--- config.mk ---
export PLATFORM = sky130hd
export DESIGN_NAME = cacheTop
export DESIGN_NICKNAME = d
export VERILOG_FILES = /design/src/verilog/apbPkg.sv /design/src/verilog/cachePkg.sv /design/src/verilog/cacheWay.sv /design/src/verilog/wayCombine.sv /design/src/verilog/accessControl.sv /design/src/verilog/cacheTop.sv
export VERILOG_INCLUDE_DIRS = /design/src /design/src/verilog
export SDC_FILE = /design/constraint.sdc
export NUM_CORES = 1
export LEC_CHECK = 0
export BUFFER_PORTS_ARGS = -buffer_cell sky130_fd_sc_hd__buf_4
export CAP_MARGIN = 20
export CELL_PAD_IN_SITES_DETAIL_PLACEMENT = 1
export CELL_PAD_IN_SITES_GLOBAL_PLACEMENT = 2
export CORE_ASPECT_RATIO = 1.5
export CORE_UTILIZATION = 48
export CTS_CLUSTER_DIAMETER = 200
export CTS_CLUSTER_SIZE = 10
export DETAILED_ROUTE_END_ITERATION = 8
export GPL_TIMING_DRIVEN = 0
export HOLD_SLACK_MARGIN = 0.05
export PLACE_DENSITY_LB_ADDON = 0.1
export SYNTH_ARGS = -nofsm -noshare
export SYNTH_HDL_FRONTEND = slang
export SYNTH_SLANG_ARGS = --single-unit
--- constraint.sdc ---
create_clock -name clk -period 27.3 [get_ports clk]
set_clock_uncertainty 0.15 [all_clocks]
set_input_delay 1.365 -clock clk [delete_from_list [all_inputs] [get_ports clk]]
set_output_delay 1.365 -clock clk [all_outputs]
set_load 0.005 [all_outputs]
--- src/verilog/cache_macros.svh ---
`ifndef CACHE_MACROS_SVH
`define CACHE_MACROS_SVH

// cache geometry, two ways of four single-word sets
`define CACHE_WAYS 2
`define CACHE_SETS 4

// bus widths shared by the core side and the memory side
`define ADDR_W 32
`define DATA_W 64

// bits 2..0 select the byte inside the word, the set index sits right above
`define INDEX_LO 3
`define TAG_LO 5
`define INDEX_W (`TAG_LO - `INDEX_LO)
`define TAG_W (`ADDR_W - `TAG_LO)
`define STRB_W (`DATA_W / 8)

`endif

--- src/verilog/apbPkg.sv ---
`include "cache_macros.svh"

package apbPkg;

    // requester side of an APB link
    // the same type serves the core port and the memory port
    typedef struct packed {
        logic                 psel;
        logic                 penable;
        logic                 pwrite;
        logic [`ADDR_W-1:0]   paddr;
        logic [`DATA_W-1:0]   pwdata;
        // one strobe per byte lane of pwdata
        logic [`STRB_W-1:0]   pstrb;
    } apbReq_t;

    // completer side of an APB link
    // prdata and pslverr only count in the cycle where pready is high
    typedef struct packed {
        logic                 pready;
        logic [`DATA_W-1:0]   prdata;
        logic                 pslverr;
    } apbRsp_t;

endpackage

--- src/verilog/cachePkg.sv ---
`include "cache_macros.svh"

package cachePkg;

    // address fields as the ways see them
    typedef logic [`INDEX_W-1:0] index_t;
    typedef logic [`TAG_W-1:0] tag_t;
    typedef logic [`DATA_W-1:0] data_t;

    // answer of one way for the looked-up set
    // hit already includes the valid bit
    typedef struct packed {
        logic   hit;
        data_t  data;
    } lookup_t;

    // write command broadcast to every way
    // only the way whose enable bit is set takes it
    // a fill and a merged update look the same from the way's side
    typedef struct packed {
        logic [`CACHE_WAYS-1:0] en;
        index_t                 index;
        tag_t                   tag;
        data_t                  data;
    } wayWrite_t;

    // all ways folded into one result
    // merged is the hit word with the write strobes applied
    typedef struct packed {
        logic                   hit;
        logic [`CACHE_WAYS-1:0] way;
        data_t                  rdata;
        data_t                  merged;
    } hitResult_t;

endpackage

--- src/verilog/cacheWay.sv ---
`timescale 1ns/100ps
`include "cache_macros.svh"

module cacheWay #(
    // bit of the one-hot write enable that belongs to this way
    parameter int wayId = 0
) (
    input  logic                clk,
    input  logic                rst,
    input  cachePkg::index_t    lookupIndex,
    input  cachePkg::tag_t      lookupTag,
    output cachePkg::lookup_t   look,
    output logic                valid,
    input  cachePkg::wayWrite_t wayWr
);

    // one word and one tag per set
    cachePkg::data_t dataMem [`CACHE_SETS];
    cachePkg::tag_t tagMem [`CACHE_SETS];

    // valid bits, one per set
    logic [`CACHE_SETS-1:0] validQ;

    logic wrEn;

    // this way is addressed when its own bit of the enable is set
    assign wrEn = wayWr.en[wayId];

    // storage arrays, written on a fill or on a merged write hit
    always_ff @(posedge clk) begin
        if (wrEn) begin
            dataMem[wayWr.index] <= wayWr.data;
            tagMem[wayWr.index] <= wayWr.tag;
        end
    end

    // any write into a set leaves that set valid
    // nothing ever clears a single entry, only reset empties the way
    always_ff @(posedge clk) begin
        if (rst) begin
            validQ <= '0;
        end else if (wrEn) begin
            validQ[wayWr.index] <= 1'b1;
        end
    end

    // valid of the looked-up set goes to the controller for the victim choice
    assign valid = validQ[lookupIndex];

    // combinational lookup so that a read hit can answer in its first access cycle
    always_comb begin
        look.hit = valid && (tagMem[lookupIndex] == lookupTag);
        look.data = dataMem[lookupIndex];
    end

endmodule

--- src/verilog/wayCombine.sv ---
`timescale 1ns/100ps
`include "cache_macros.svh"

module wayCombine (
    input  logic [`DATA_W-1:0]    wdata,
    input  logic [`STRB_W-1:0]    wstrb,
    input  cachePkg::lookup_t     looks [`CACHE_WAYS],
    output cachePkg::hitResult_t  hit
);

    always_comb begin
        hit = '0;

        // fold the ways together
        // a tag lives in one way only, so at most one hit bit is set
        // and OR-ing the gated words yields the data of the hitting way
        for (int w = 0; w < `CACHE_WAYS; w++) begin
            hit.way[w] = looks[w].hit;
            hit.hit = hit.hit | looks[w].hit;
            if (looks[w].hit) begin
                hit.rdata = hit.rdata | looks[w].data;
            end
        end

        // byte merge for a write hit
        // lanes with their strobe set take the new byte, the rest keep the cached one
        // on a miss rdata is zero and the result is never written anywhere
        for (int b = 0; b < `STRB_W; b++) begin
            if (wstrb[b]) begin
                hit.merged[8*b +: 8] = wdata[8*b +: 8];
            end else begin
                hit.merged[8*b +: 8] = hit.rdata[8*b +: 8];
            end
        end
    end

endmodule

--- src/verilog/accessControl.sv ---
`timescale 1ns/100ps
`include "cache_macros.svh"

module accessControl (
    input  logic                    clk,
    input  logic                    rst,
    input  apbPkg::apbReq_t         up,
    output apbPkg::apbRsp_t         upRsp,
    output apbPkg::apbReq_t         dn,
    input  apbPkg::apbRsp_t         dnRsp,
    output cachePkg::index_t        lookupIndex,
    output cachePkg::tag_t          lookupTag,
    input  cachePkg::hitResult_t    hit,
    input  logic [`CACHE_WAYS-1:0]  validVec,
    output cachePkg::wayWrite_t     wayWr
);

    // idle waits for an upstream access, request is the downstream setup cycle,
    // wait holds the downstream access until pready, respond answers the core
    typedef enum logic [1:0] {
        stIdle,
        stReq,
        stWait,
        stResp
    } state_t;

    state_t state;
    state_t stateNext;

    // round-robin bit per set, picks way 1 when set and way 0 when clear
    logic [`CACHE_SETS-1:0] rrQ;

    // downstream reply kept for the upstream response cycle
    logic [`DATA_W-1:0] rdataQ;
    logic errQ;

    logic upAccess;
    logic readHit;
    logic dnDone;
    logic fill;
    logic update;
    logic [`CACHE_WAYS-1:0] victim;

    // the core holds paddr stable until pready, so the lookup runs straight off it
    assign lookupIndex = up.paddr[`TAG_LO-1:`INDEX_LO];
    assign lookupTag = up.paddr[`ADDR_W-1:`TAG_LO];

    assign upAccess = up.psel && up.penable;
    // only a fresh read in idle is answered from the ways
    assign readHit = (state == stIdle) && upAccess && !up.pwrite && hit.hit;
    assign dnDone = (state == stWait) && dnRsp.pready;
    // a failed read leaves the set untouched
    assign fill = dnDone && !up.pwrite && !dnRsp.pslverr;
    // a write that the memory rejected is not merged either
    assign update = dnDone && up.pwrite && hit.hit && !dnRsp.pslverr;

    // victim choice, the lowest invalid way wins over the round-robin pick
    always_comb begin
        victim = '0;
        victim[rrQ[lookupIndex]] = 1'b1;
        for (int w = `CACHE_WAYS - 1; w >= 0; w--) begin
            if (!validVec[w]) begin
                victim = '0;
                victim[w] = 1'b1;
            end
        end
    end

    always_comb begin
        stateNext = state;
        case (state)
            stIdle: begin
                // writes and read misses both go to memory
                if (upAccess && !readHit) begin
                    stateNext = stReq;
                end
            end
            stReq: stateNext = stWait;
            stWait: begin
                if (dnRsp.pready) begin
                    stateNext = stResp;
                end
            end
            default: stateNext = stIdle;
        endcase
    end

    always_ff @(posedge clk) begin
        if (rst) begin
            state <= stIdle;
        end else begin
            state <= stateNext;
        end
    end

    // the round-robin bit flips on every fill of its set, write merges leave it alone
    always_ff @(posedge clk) begin
        if (rst) begin
            rrQ <= '0;
        end else if (fill) begin
            rrQ[lookupIndex] <= ~rrQ[lookupIndex];
        end
    end

    always_ff @(posedge clk) begin
        if (dnDone) begin
            rdataQ <= dnRsp.prdata;
            errQ <= dnRsp.pslverr;
        end
    end

    // downstream request copies the upstream fields, only the handshake is our own
    always_comb begin
        dn = up;
        dn.psel = (state == stReq) || (state == stWait);
        dn.penable = (state == stWait);
    end

    always_comb begin
        upRsp.pready = readHit || (state == stResp);
        upRsp.prdata = (state == stResp) ? rdataQ : hit.rdata;
        upRsp.pslverr = (state == stResp) && errQ;
    end

    // one write port for both cases: a fill takes the memory word into the victim,
    // a write hit puts the merged word back into the way that holds it
    always_comb begin
        wayWr.index = lookupIndex;
        wayWr.tag = lookupTag;
        wayWr.en = '0;
        wayWr.data = dnRsp.prdata;
        if (fill) begin
            wayWr.en = victim;
        end
        if (update) begin
            wayWr.en = hit.way;
            wayWr.data = hit.merged;
        end
    end

endmodule

--- src/verilog/cacheTop.sv ---
`timescale 1ns/100ps
`include "cache_macros.svh"

module cacheTop (
    input  logic            clk,
    input  logic            rst,
    input  apbPkg::apbReq_t up,
    output apbPkg::apbRsp_t upRsp,
    output apbPkg::apbReq_t dn,
    input  apbPkg::apbRsp_t dnRsp
);

    // lookup address shared by all ways
    cachePkg::index_t lookupIndex;
    cachePkg::tag_t lookupTag;

    // per-way answers and the folded result
    cachePkg::lookup_t looks [`CACHE_WAYS];
    logic [`CACHE_WAYS-1:0] validVec;
    cachePkg::hitResult_t hitRes;

    // write command broadcast back into the ways
    cachePkg::wayWrite_t wayWr;

    accessControl accessControl_inst (
        .clk         (clk),
        .rst         (rst),
        .up          (up),
        .upRsp       (upRsp),
        .dn          (dn),
        .dnRsp       (dnRsp),
        .lookupIndex (lookupIndex),
        .lookupTag   (lookupTag),
        .hit         (hitRes),
        .validVec    (validVec),
        .wayWr       (wayWr)
    );

    for (genvar g = 0; g < `CACHE_WAYS; g++) begin : gWay
        cacheWay #(
            .wayId (g)
        ) cacheWay_inst (
            .clk         (clk),
            .rst         (rst),
            .lookupIndex (lookupIndex),
            .lookupTag   (lookupTag),
            .look        (looks[g]),
            .valid       (validVec[g]),
            .wayWr       (wayWr)
        );
    end

    // the merge uses the upstream write data and strobes directly
    wayCombine wayCombine_inst (
        .wdata (up.pwdata),
        .wstrb (up.pstrb),
        .looks (looks),
        .hit   (hitRes)
    );

endmodule

### Word-level counts from Yosys, hierarchy flattened

Memory sizes are Yosys's and may differ from the RTL's.
Cells that the tools add are included.

| storage, ports and cells | value |
|---|---|
| memories kept | 4 |
| memory bits (writable) | 728 |
| word-level logic and storage cells | 83 |
| input bits | 175 |
| output and inout bits | 173 |
| bits in registers | 79 |

| cells by class | value |
|---|---|
| bitwise gates (word level) | 5 |
| order comparisons | 4 |
| eq/ne operators | 7 |
| mux-type cells | 34 |
| reduce and logical (&&, ||, !) cells | 23 |

Memory list:

| name | depth | width | rd ports | clocked after memory_dff | write ports | RTL line | RTL |
|---|---|---|---|---|---|---|---|
| gWay[0].cacheWay_inst.dataMem | 4 | 64 | 1 | 0 | 1 | cacheWay.sv:18 | `` cachePkg::data_t dataMem [`CACHE_SETS]; `` |
| gWay[1].cacheWay_inst.dataMem | 4 | 64 | 1 | 0 | 1 | cacheWay.sv:18 |  |
| gWay[0].cacheWay_inst.tagMem | 4 | 27 | 1 | 0 | 1 | cacheWay.sv:19 | `` cachePkg::tag_t tagMem [`CACHE_SETS]; `` |
| gWay[1].cacheWay_inst.tagMem | 4 | 27 | 1 | 0 | 1 | cacheWay.sv:19 |  |

Operator list:

| kind | number |
|---|---|
| 64-bit two-way mux | 4 |
| 8-bit two-way mux | 8 |
| 64-bit OR | 1 |
| 27-bit equality test | 2 |
| 1-bit logical AND | 16 |
| 2-bit two-way mux | 6 |
| 1-bit two-way mux | 9 |
| 4-bit OR | 2 |
| 1-bit binary-select mux with 2-bit select | 3 |
| 2-bit one-hot mux with 3 select lines | 1 |
| 4-bit bitwise mux | 1 |
| 2-bit equality test, second input constant | 2 |
| 1-bit zero test | 3 |
| 2-bit by 3-bit < comparator with 1-bit output, second input constant | 1 |
| 1-bit demux with 2-bit select | 1 |
| 2-bit by 1-bit equality test with 1-bit output, second input constant | 1 |
| 2-bit by 1-bit >= comparator with 1-bit output, second input constant | 1 |
| 2-bit zero test | 1 |
| 1-bit logical OR | 2 |
| 1-bit by 2-bit < comparator with 1-bit output, second input constant | 1 |
| 2-bit by 1-bit != test with 1-bit output, second input constant | 1 |
| 2-bit != test, second input constant | 1 |
| 2-bit AND reduction | 1 |
| 1-bit demux with 1-bit select | 1 |
| 3 further kinds | 3 |

### Depth between registers and ports, before layout

Gate-level depths: netlist of the first run.

| logic depth | value |
|---|---|
| depth in word-level cells | 12 |
| mapped depth | 15 |
| gate-level depth less buffers | 8 |

### By module

A second synthesis of the first run with hierarchy kept.

| unflattened totals | value |
|---|---|
| cells, all modules | 1,721 |
| area, all modules | 34,317.9 um2 |

By module, submodules not included:

| module | times used | area each (um2) | cells each | sequential area each (um2) |
|---|---|---|---|---|
| cacheWay at gWay[0].cacheWay_inst | 1 | 13,755.7 | 573 | 11,010.6 |
| cacheWay at gWay[1].cacheWay_inst | 1 | 13,754.4 | 573 | 11,010.6 |
| accessControl | 1 | 5,352.6 | 422 | 2,072.0 |
| wayCombine | 1 | 1,455.1 | 153 | 0.0 |

### Worst setup path before layout of the first run

OpenSTA, ideal clock, no wires.

| path | value |
|---|---|
| kind | in2reg |
| start | input dnRsp[65] (netlist name) |
| end | memory gWay[1].cacheWay_inst.dataMem[0][0] (netlist name), enable pin |
| setup time | 0.652 ns |
| arrival time | 9.817 ns |
| setup slack | 16.682 ns |
| path buffers | 0 |
| stages on the path | 4 |
| data required time | 26.498 ns |
| cell sequence | and2_1 -> nand2b_1 -> o21bai_1 -> nor3_1 |

| on the way | value |
|---|---|
| word-level cells in the longest chain between the ends | 7 |
| elaborated cells between the ends (all ways) | 10 |
| those cells by class | 4 x mux; 6 x reduce/logical |

RTL lines:

| item | RTL line | RTL |
|---|---|---|
| start, declared | cacheTop.sv:10 | `input apbPkg::apbRsp_t dnRsp` |
| 1-bit logical AND * | accessControl.sv:51 | `assign dnDone = (state == stWait) && dnRsp.pready;` |
| 1-bit logical AND (on tied branches) (2 in a row) | accessControl.sv:53, accessControl.sv:55 |  |
| 2-bit two-way mux / 1-bit logical AND (equally long branches) | accessControl.sv:132, accessControl.sv:55 |  |
| 2-bit two-way mux * | accessControl.sv:135 | `if (update) begin` |
| 1-bit two-way mux * | cacheWay.sv:31 | `if (wrEn) begin` |
| 1-bit two-way mux (not written as such) * | cacheWay.sv:32 | `dataMem[wayWr.index] <= wayWr.data;` |
| end, declared | cacheWay.sv:18 |  |

Mark *: on every way between the ends. The rest lies on a longest branch, timed or not.

==> results of run 1 <==
[state kept, by name (all words and copies together) (netlist names)]
| signal | count |
|---|---|
| gWay.cacheWay_inst.dataMem | 512 |
| gWay.cacheWay_inst.tagMem | 216 |
| accessControl_inst.rdataQ | 64 |
| gWay.cacheWay_inst.validQ | 8 |
| accessControl_inst.rrQ | 4 |
| accessControl_inst.state | 2 |
| accessControl_inst.errQ | 1 |
[per-layer routing]
layer	wire (um)	vias up	share of wire (%)
met3	4038	147	4.5
met1	33740	9897	37
met2	50010	575	55
met4	2835	2	3.1
met5	13	-	0.014
li1	-	8112	-
[cell type report]
cell class	count	area [um^2]
fill	6264	28700
sequential	807	24090
multi-input combinational	733	8034
timing repair buffer	369	3207
clock buffer	114	2449
buffer	198	1256
tap	900	1126
inverter	137	514.2
clock inverter	2	13.76
antenna	1	2.502
[logic make-up after synthesis]
logic type	after synthesis	share of synthesized area [%]
flops	807	71.17
mux	341	16.66
xor+xnor	51	1.319
buf+inv	335	5.230
compound gates	181	3.337
fa+ha+maj	3	0.1109
simple gates	157	2.181
[critical path: stages]
cell       delay, ns
buf_4           0.12
buf_6           0.20
buf_6           0.21
buf_2           0.42
mux4_2          0.39
xnor2_1         0.30
o2111ai_1       0.19
nor2_1          0.08
o2111ai_1       0.17
clkbuf_1        0.69
clkbuf_1        0.65
o22ai_1         0.30
mux2_2          0.34
buf_4           0.14
[power groups by stage]
stage                     Sequential (uW)  Clock (uW)  Combinational, uW
after global routing                 1380        1130                226
after CTS                            1380        1090                214
after detailed placement             1410           0                213
final                                1380        1070                211
after floorplan                      1410           0                112
after global placement               1410           0                205
[through the flow]
step / setup WS [ns] / hold slack [ns]
finish: 20.16 / 0.3279
floorplan: 16.68 / 0.2727
global placement: 7.851 / 0.2915
global route: 20.08 / 0.3458
CTS: 20.03 / 0.3267
detailed placement: 20.10 / 0.3136
[final timing paths]
kind / slack (ns) / endpoint / depth (start not counted)
setup / recovery: 20.16 / upRsp[14] / 14
hold / removal: 0.33 / gWay[0].cacheWay_inst.validQ[2]$_SDFFE_PP0P_ / 2
setup reg to reg: 22.25 / gWay[0].cacheWay_inst.dataMem[3][13]$_DFFE_PP_ / 10
hold reg to reg: 0.33 / gWay[0].cacheWay_inst.validQ[2]$_SDFFE_PP0P_ / 2
[synth_stat cells (3+ instances only)]
master / instances
ha_1: 3
xor2_1: 8
nor4_1: 4
buf_2: 32
buf_1: 16
buf_4: 112
nor2_1: 24
o21ai_1: 52
and2_1: 6
mux2i_1: 101
o2111ai_1: 8
nor2b_1: 3
o31ai_1: 3
mux2_2: 69
a21oi_1: 9
edfxtp_1: 793
nand3_1: 6
o22ai_1: 68
nand4b_1: 3
dfxtp_1: 14
clkbuf_1: 31
inv_1: 136
nand2b_1: 14
nand2_1: 74
o21ai_0: 14
xnor2_1: 43
nor3_1: 6
buf_6: 7
nand4_1: 7
and3_1: 4
mux4_2: 171
==> out/metrics.cfg, run 1 <==
[routing]
vias_per_cell=5.745
firstDrtPassIters=5
antenna_left=0
drtIter0Drc=1202
routed_wl_um=90640
drc=0
wl_per_cell_um=27.79
via_count=18730

[logic_synthesis]
ys_warn_count=0
ys.flop_type=edfxtp_1
netlist-cell-type-count=56
synth_edf_count=793
syn_area_um2=33850
ys_top_cells_by_area=edfxtp_1 (70%), mux4_2 (11%), mux2i_1 (3.0%)
async_flop_share_pct=0
synth.largest_area_cell=edfxtp_1
ys_ff_latch=807
syn-num-nets=2053
postSynthAreaPerCell_um2=18.06
synthCells=1875
yosys.area.top_type_share_pct=70.34
ys_seq_area_share_pct=71.17

[worst_setup_path]
worstSetupStartpoint=up[76]
crit_fanout=10
r2r-start=gWay[1].cacheWay_inst.tagMem[3][1]$_DFFE_PP_
required_ns=25.78
path_class=in2out
worstPathArrival_ns=5.63
cp-end-kind=output pin
start_kind=primary input

[sta]
tightest_slew_ns=1.042
relSlewSlack_pct=29.78
final.setup.tns_ns=0
rsz0062_at_grt=false
fin_crit_ns=7.143
fin_crit_sh_pct=26.17
finalHoldViolations=0
maxClockFrequency_mhz=140.0
setup_viol=0
slew_violations=0

[die]
rows=118
start_util_pct=48.79
ios=348
die_w_um=218.8
die_area_um2=71620
die_h_um=327.3
core_um2=69390

[placed_design]
numPortBuffers=334
dpl.hpwl_um=62050
dp.cells=3144
postPlaceCellArea_um2=38230
gp_congestion=0.8830

[clock_network]
clk_path_buf_depth=3
insertion_delay_ns=0.64
clkSlewWorstSetupHoldPaths_ns=0.06
cts_root_buffer=clkbuf_16
cts.sinks=807
post_cts_resized=0
numCtsBuffers=90
htree_levels=3
cts_tree=yes
cts_setup_buffers=0
hold_buffers=0

[global_route]
grt_max_degree=47
first_global_vias=20910
grt_pass1_wl_um=133200
grt_util_met2_pct=47.82
grt.busiest_layer=met2
grt_use_met1_pct=30.06
global_route.usage.met3_pct=3.083
grt_overflow_total=0
grt_antenna_before_repair=2
track_usage_pct=25.75

[run_status]
status=completed

[layout]
syn2layout_area_growth_pct=20.20
final_layout_size_suffix_gt1_share_pct=36.74
design_area_um2=40700
layout_common_cells=edfxtp_1 (793), buf_4 (446), mux4_2 (171), inv_1 (136), mux2i_1 (101)
final_util_pct=58.65
final_common_cell=edfxtp_1
fin_cells=3261
fin_nets=2514

[power]
power_switching_uw=573.5
finalPower_uw=2669
seqPwrFrac_pct=51.8
p_clk_share_pct=40.3
intPower_uw=2095
peakVddDrop_mv=0.04632
p_leak_uw=0.01470
combPwrFrac_pct=7.9
power.density_nw_per_um2=65.58
netSwitchingFraction_pct=21.49

[worst_hold_path]
min_from=gWay[0].cacheWay_inst.validQ[2]$_SDFFE_PP0P_
hp-class=reg2reg

[run]
cap_violations=0

Power figures use the tool's default switching activity.
==> run 2, diff against run 1 <==
CORE_UTILIZATION = 44   (was 48)
clock period = 6.6 ns   (was 27.3 ns; I/O delays follow)
==> out/metrics.cfg, run 2 (same netlist as run 1, synthesis figures left out) <==
[placed_design]
gp_congestion=0.8664
dpl.hpwl_um=60050
dp.cells=3241
numPortBuffers=334

[worst_setup_path]
start_kind=primary input
worstPathArrival_ns=4.76
r2r-end=gWay[1].cacheWay_inst.dataMem[2][13]$_DFFE_PP_
cp-endpoint=upRsp[63]
worstSetupStartpoint=up[75]
crit_fanout=10
reg2reg_depth=10
rrSetupSlack_ns=1.69
r2r-start=gWay[1].cacheWay_inst.tagMem[0][1]$_DFFE_PP_
required_ns=6.12
path_class=in2out
cp-end-kind=output pin

[clock_network]
numCtsBuffers=90
insertion_delay_ns=0.65
cts_tree=yes
cts.sinks=807
clkSlewWorstSetupHoldPaths_ns=0.06
post_cts_resized=0
cts_root_buffer=clkbuf_16
htree_levels=3
clk_path_buf_depth=3

[sta]
maxClockFrequency_mhz=190.9
slew_violations=0
finalHoldViolations=0
fin_crit_ns=5.239
rsz0062_at_grt=false
final.setup.tns_ns=0
setup_viol=0
relSlewSlack_pct=25.50
tightest_slew_ns=1.115
fin_crit_sh_pct=79.38

[routing]
antenna_left=0
routed_wl_um=90490
firstDrtPassIters=5
vias_per_cell=5.454
drc=0
via_count=18770
drtIter0Drc=1189
wl_per_cell_um=26.30

[layout]
largest_register=gWay.cacheWay_inst.dataMem
largest_reg_flops=512
n_fill_cell=6972
fin_cells=3441
top_regs=gWay.cacheWay_inst.dataMem x512, gWay.cacheWay_inst.tagMem x216, accessControl_inst.rdataQ x64
antennaDiodeCount=0
fin_nets=2598
layout_common_cells=edfxtp_1 (793), buf_4 (446), mux4_2 (171), inv_1 (136), mux2i_1 (101)
final_common_cell=edfxtp_1
syn2layout_area_growth_pct=22.96
final_layout_size_suffix_gt1_share_pct=35.22

[die]
rows=124
start_util_pct=44.44
core_um2=76180
die_w_um=228.5
die_h_um=341.7
die_area_um2=78080
ios=348

[power]
power.density_nw_per_um2=264.8
peakVddDrop_mv=0.2037
p_leak_uw=0.01502

[global_route]
first_global_vias=20820
grt_overflow_total=0
track_usage_pct=23.47
grt_max_degree=49
grt_pass1_wl_um=133700
grt_antenna_before_repair=0

[run_status]
status=completed

[worst_hold_path]
hp-class=in2reg
min_from=dnRsp[65]

[run]
cap_violations=0

## run 2: worst min path at each step
stage | endpoint | cells past startpoint
floorplan | gWay[1].cacheWay_inst.validQ[0]$_SDFFE_PP0P_ | 2
global placement | gWay[1].cacheWay_inst.validQ[2]$_SDFFE_PP0P_ | 2
detailed placement | gWay[1].cacheWay_inst.validQ[2]$_SDFFE_PP0P_ | 2
CTS | accessControl_inst.state[0]$_SDFFE_PP0P_ | 4
global route | accessControl_inst.state[0]$_SDFFE_PP0P_ | 4
finish | accessControl_inst.state[0]$_SDFFE_PP0P_ | 4
## run 2: routing by layer
layer	vias up	wire [um]	track usage (%)
met3	131	3743	3.333
met5	-	0	0
met4	0	2709	8.333
li1	8288	-	-
met1	9829	35140	27.80
met2	519	48910	43.28
## run 2: final cells by class
class                      instances  area (um^2)  area share (%)
timing repair buffer             453         4041           9.708
buffer                           198         1256           3.018
tap                             1008         1261           3.030
clock buffer                     103         2407           5.783
inverter                         137        514.2           1.235
multi-input combinational        733         8040           19.31
clock inverter                     2        13.76         0.03306
sequential                       807        24090           57.88
## run 2: critical path: stages
cell and delay, ns:
buf_4 0.12, buf_6 0.19, buf_6 0.23, buf_4 0.27, mux4_2 0.54, xnor2_1 0.54
o2111ai_1 0.20, nor2_1 0.25, o2111ai_1 0.29, clkbuf_1 0.50, clkbuf_1 0.44, o22ai_1 0.48
mux2_2 0.25, buf_4 0.10
## run 2: repair_timing
item                      in CTS  in global routing
hold endpoints to repair     303                  0
setup buffers                  0                  0
hold buffers                  94                  0
## run 2: through the flow
stage | power (uW) | hold slack (ns) | utilization, % | instance area (um^2) | setup slack (ns)
final | 11020 | 0.08479 | 54.64 | 41630 | 1.361
after global placement | 6682 | 0.2883 | 49.40 | 37630 | -7.254
after global routing | 11340 | 0.1377 | 54.64 | 41630 | 1.267
after floorplan | 6289 | 0.2727 | - | 33860 | -0.8051
after CTS | 11130 | 0.05853 | 54.64 | 41620 | 1.404
after detailed placement | 6705 | 0.3080 | 50.22 | 38260 | 1.002
## run 2: power by group
part	switching, uW	leakage [uW]	internal (uW)
registers	16.0	0.00724	5710
clock network	1870	0.00119	2530
logic	467	0.00659	441
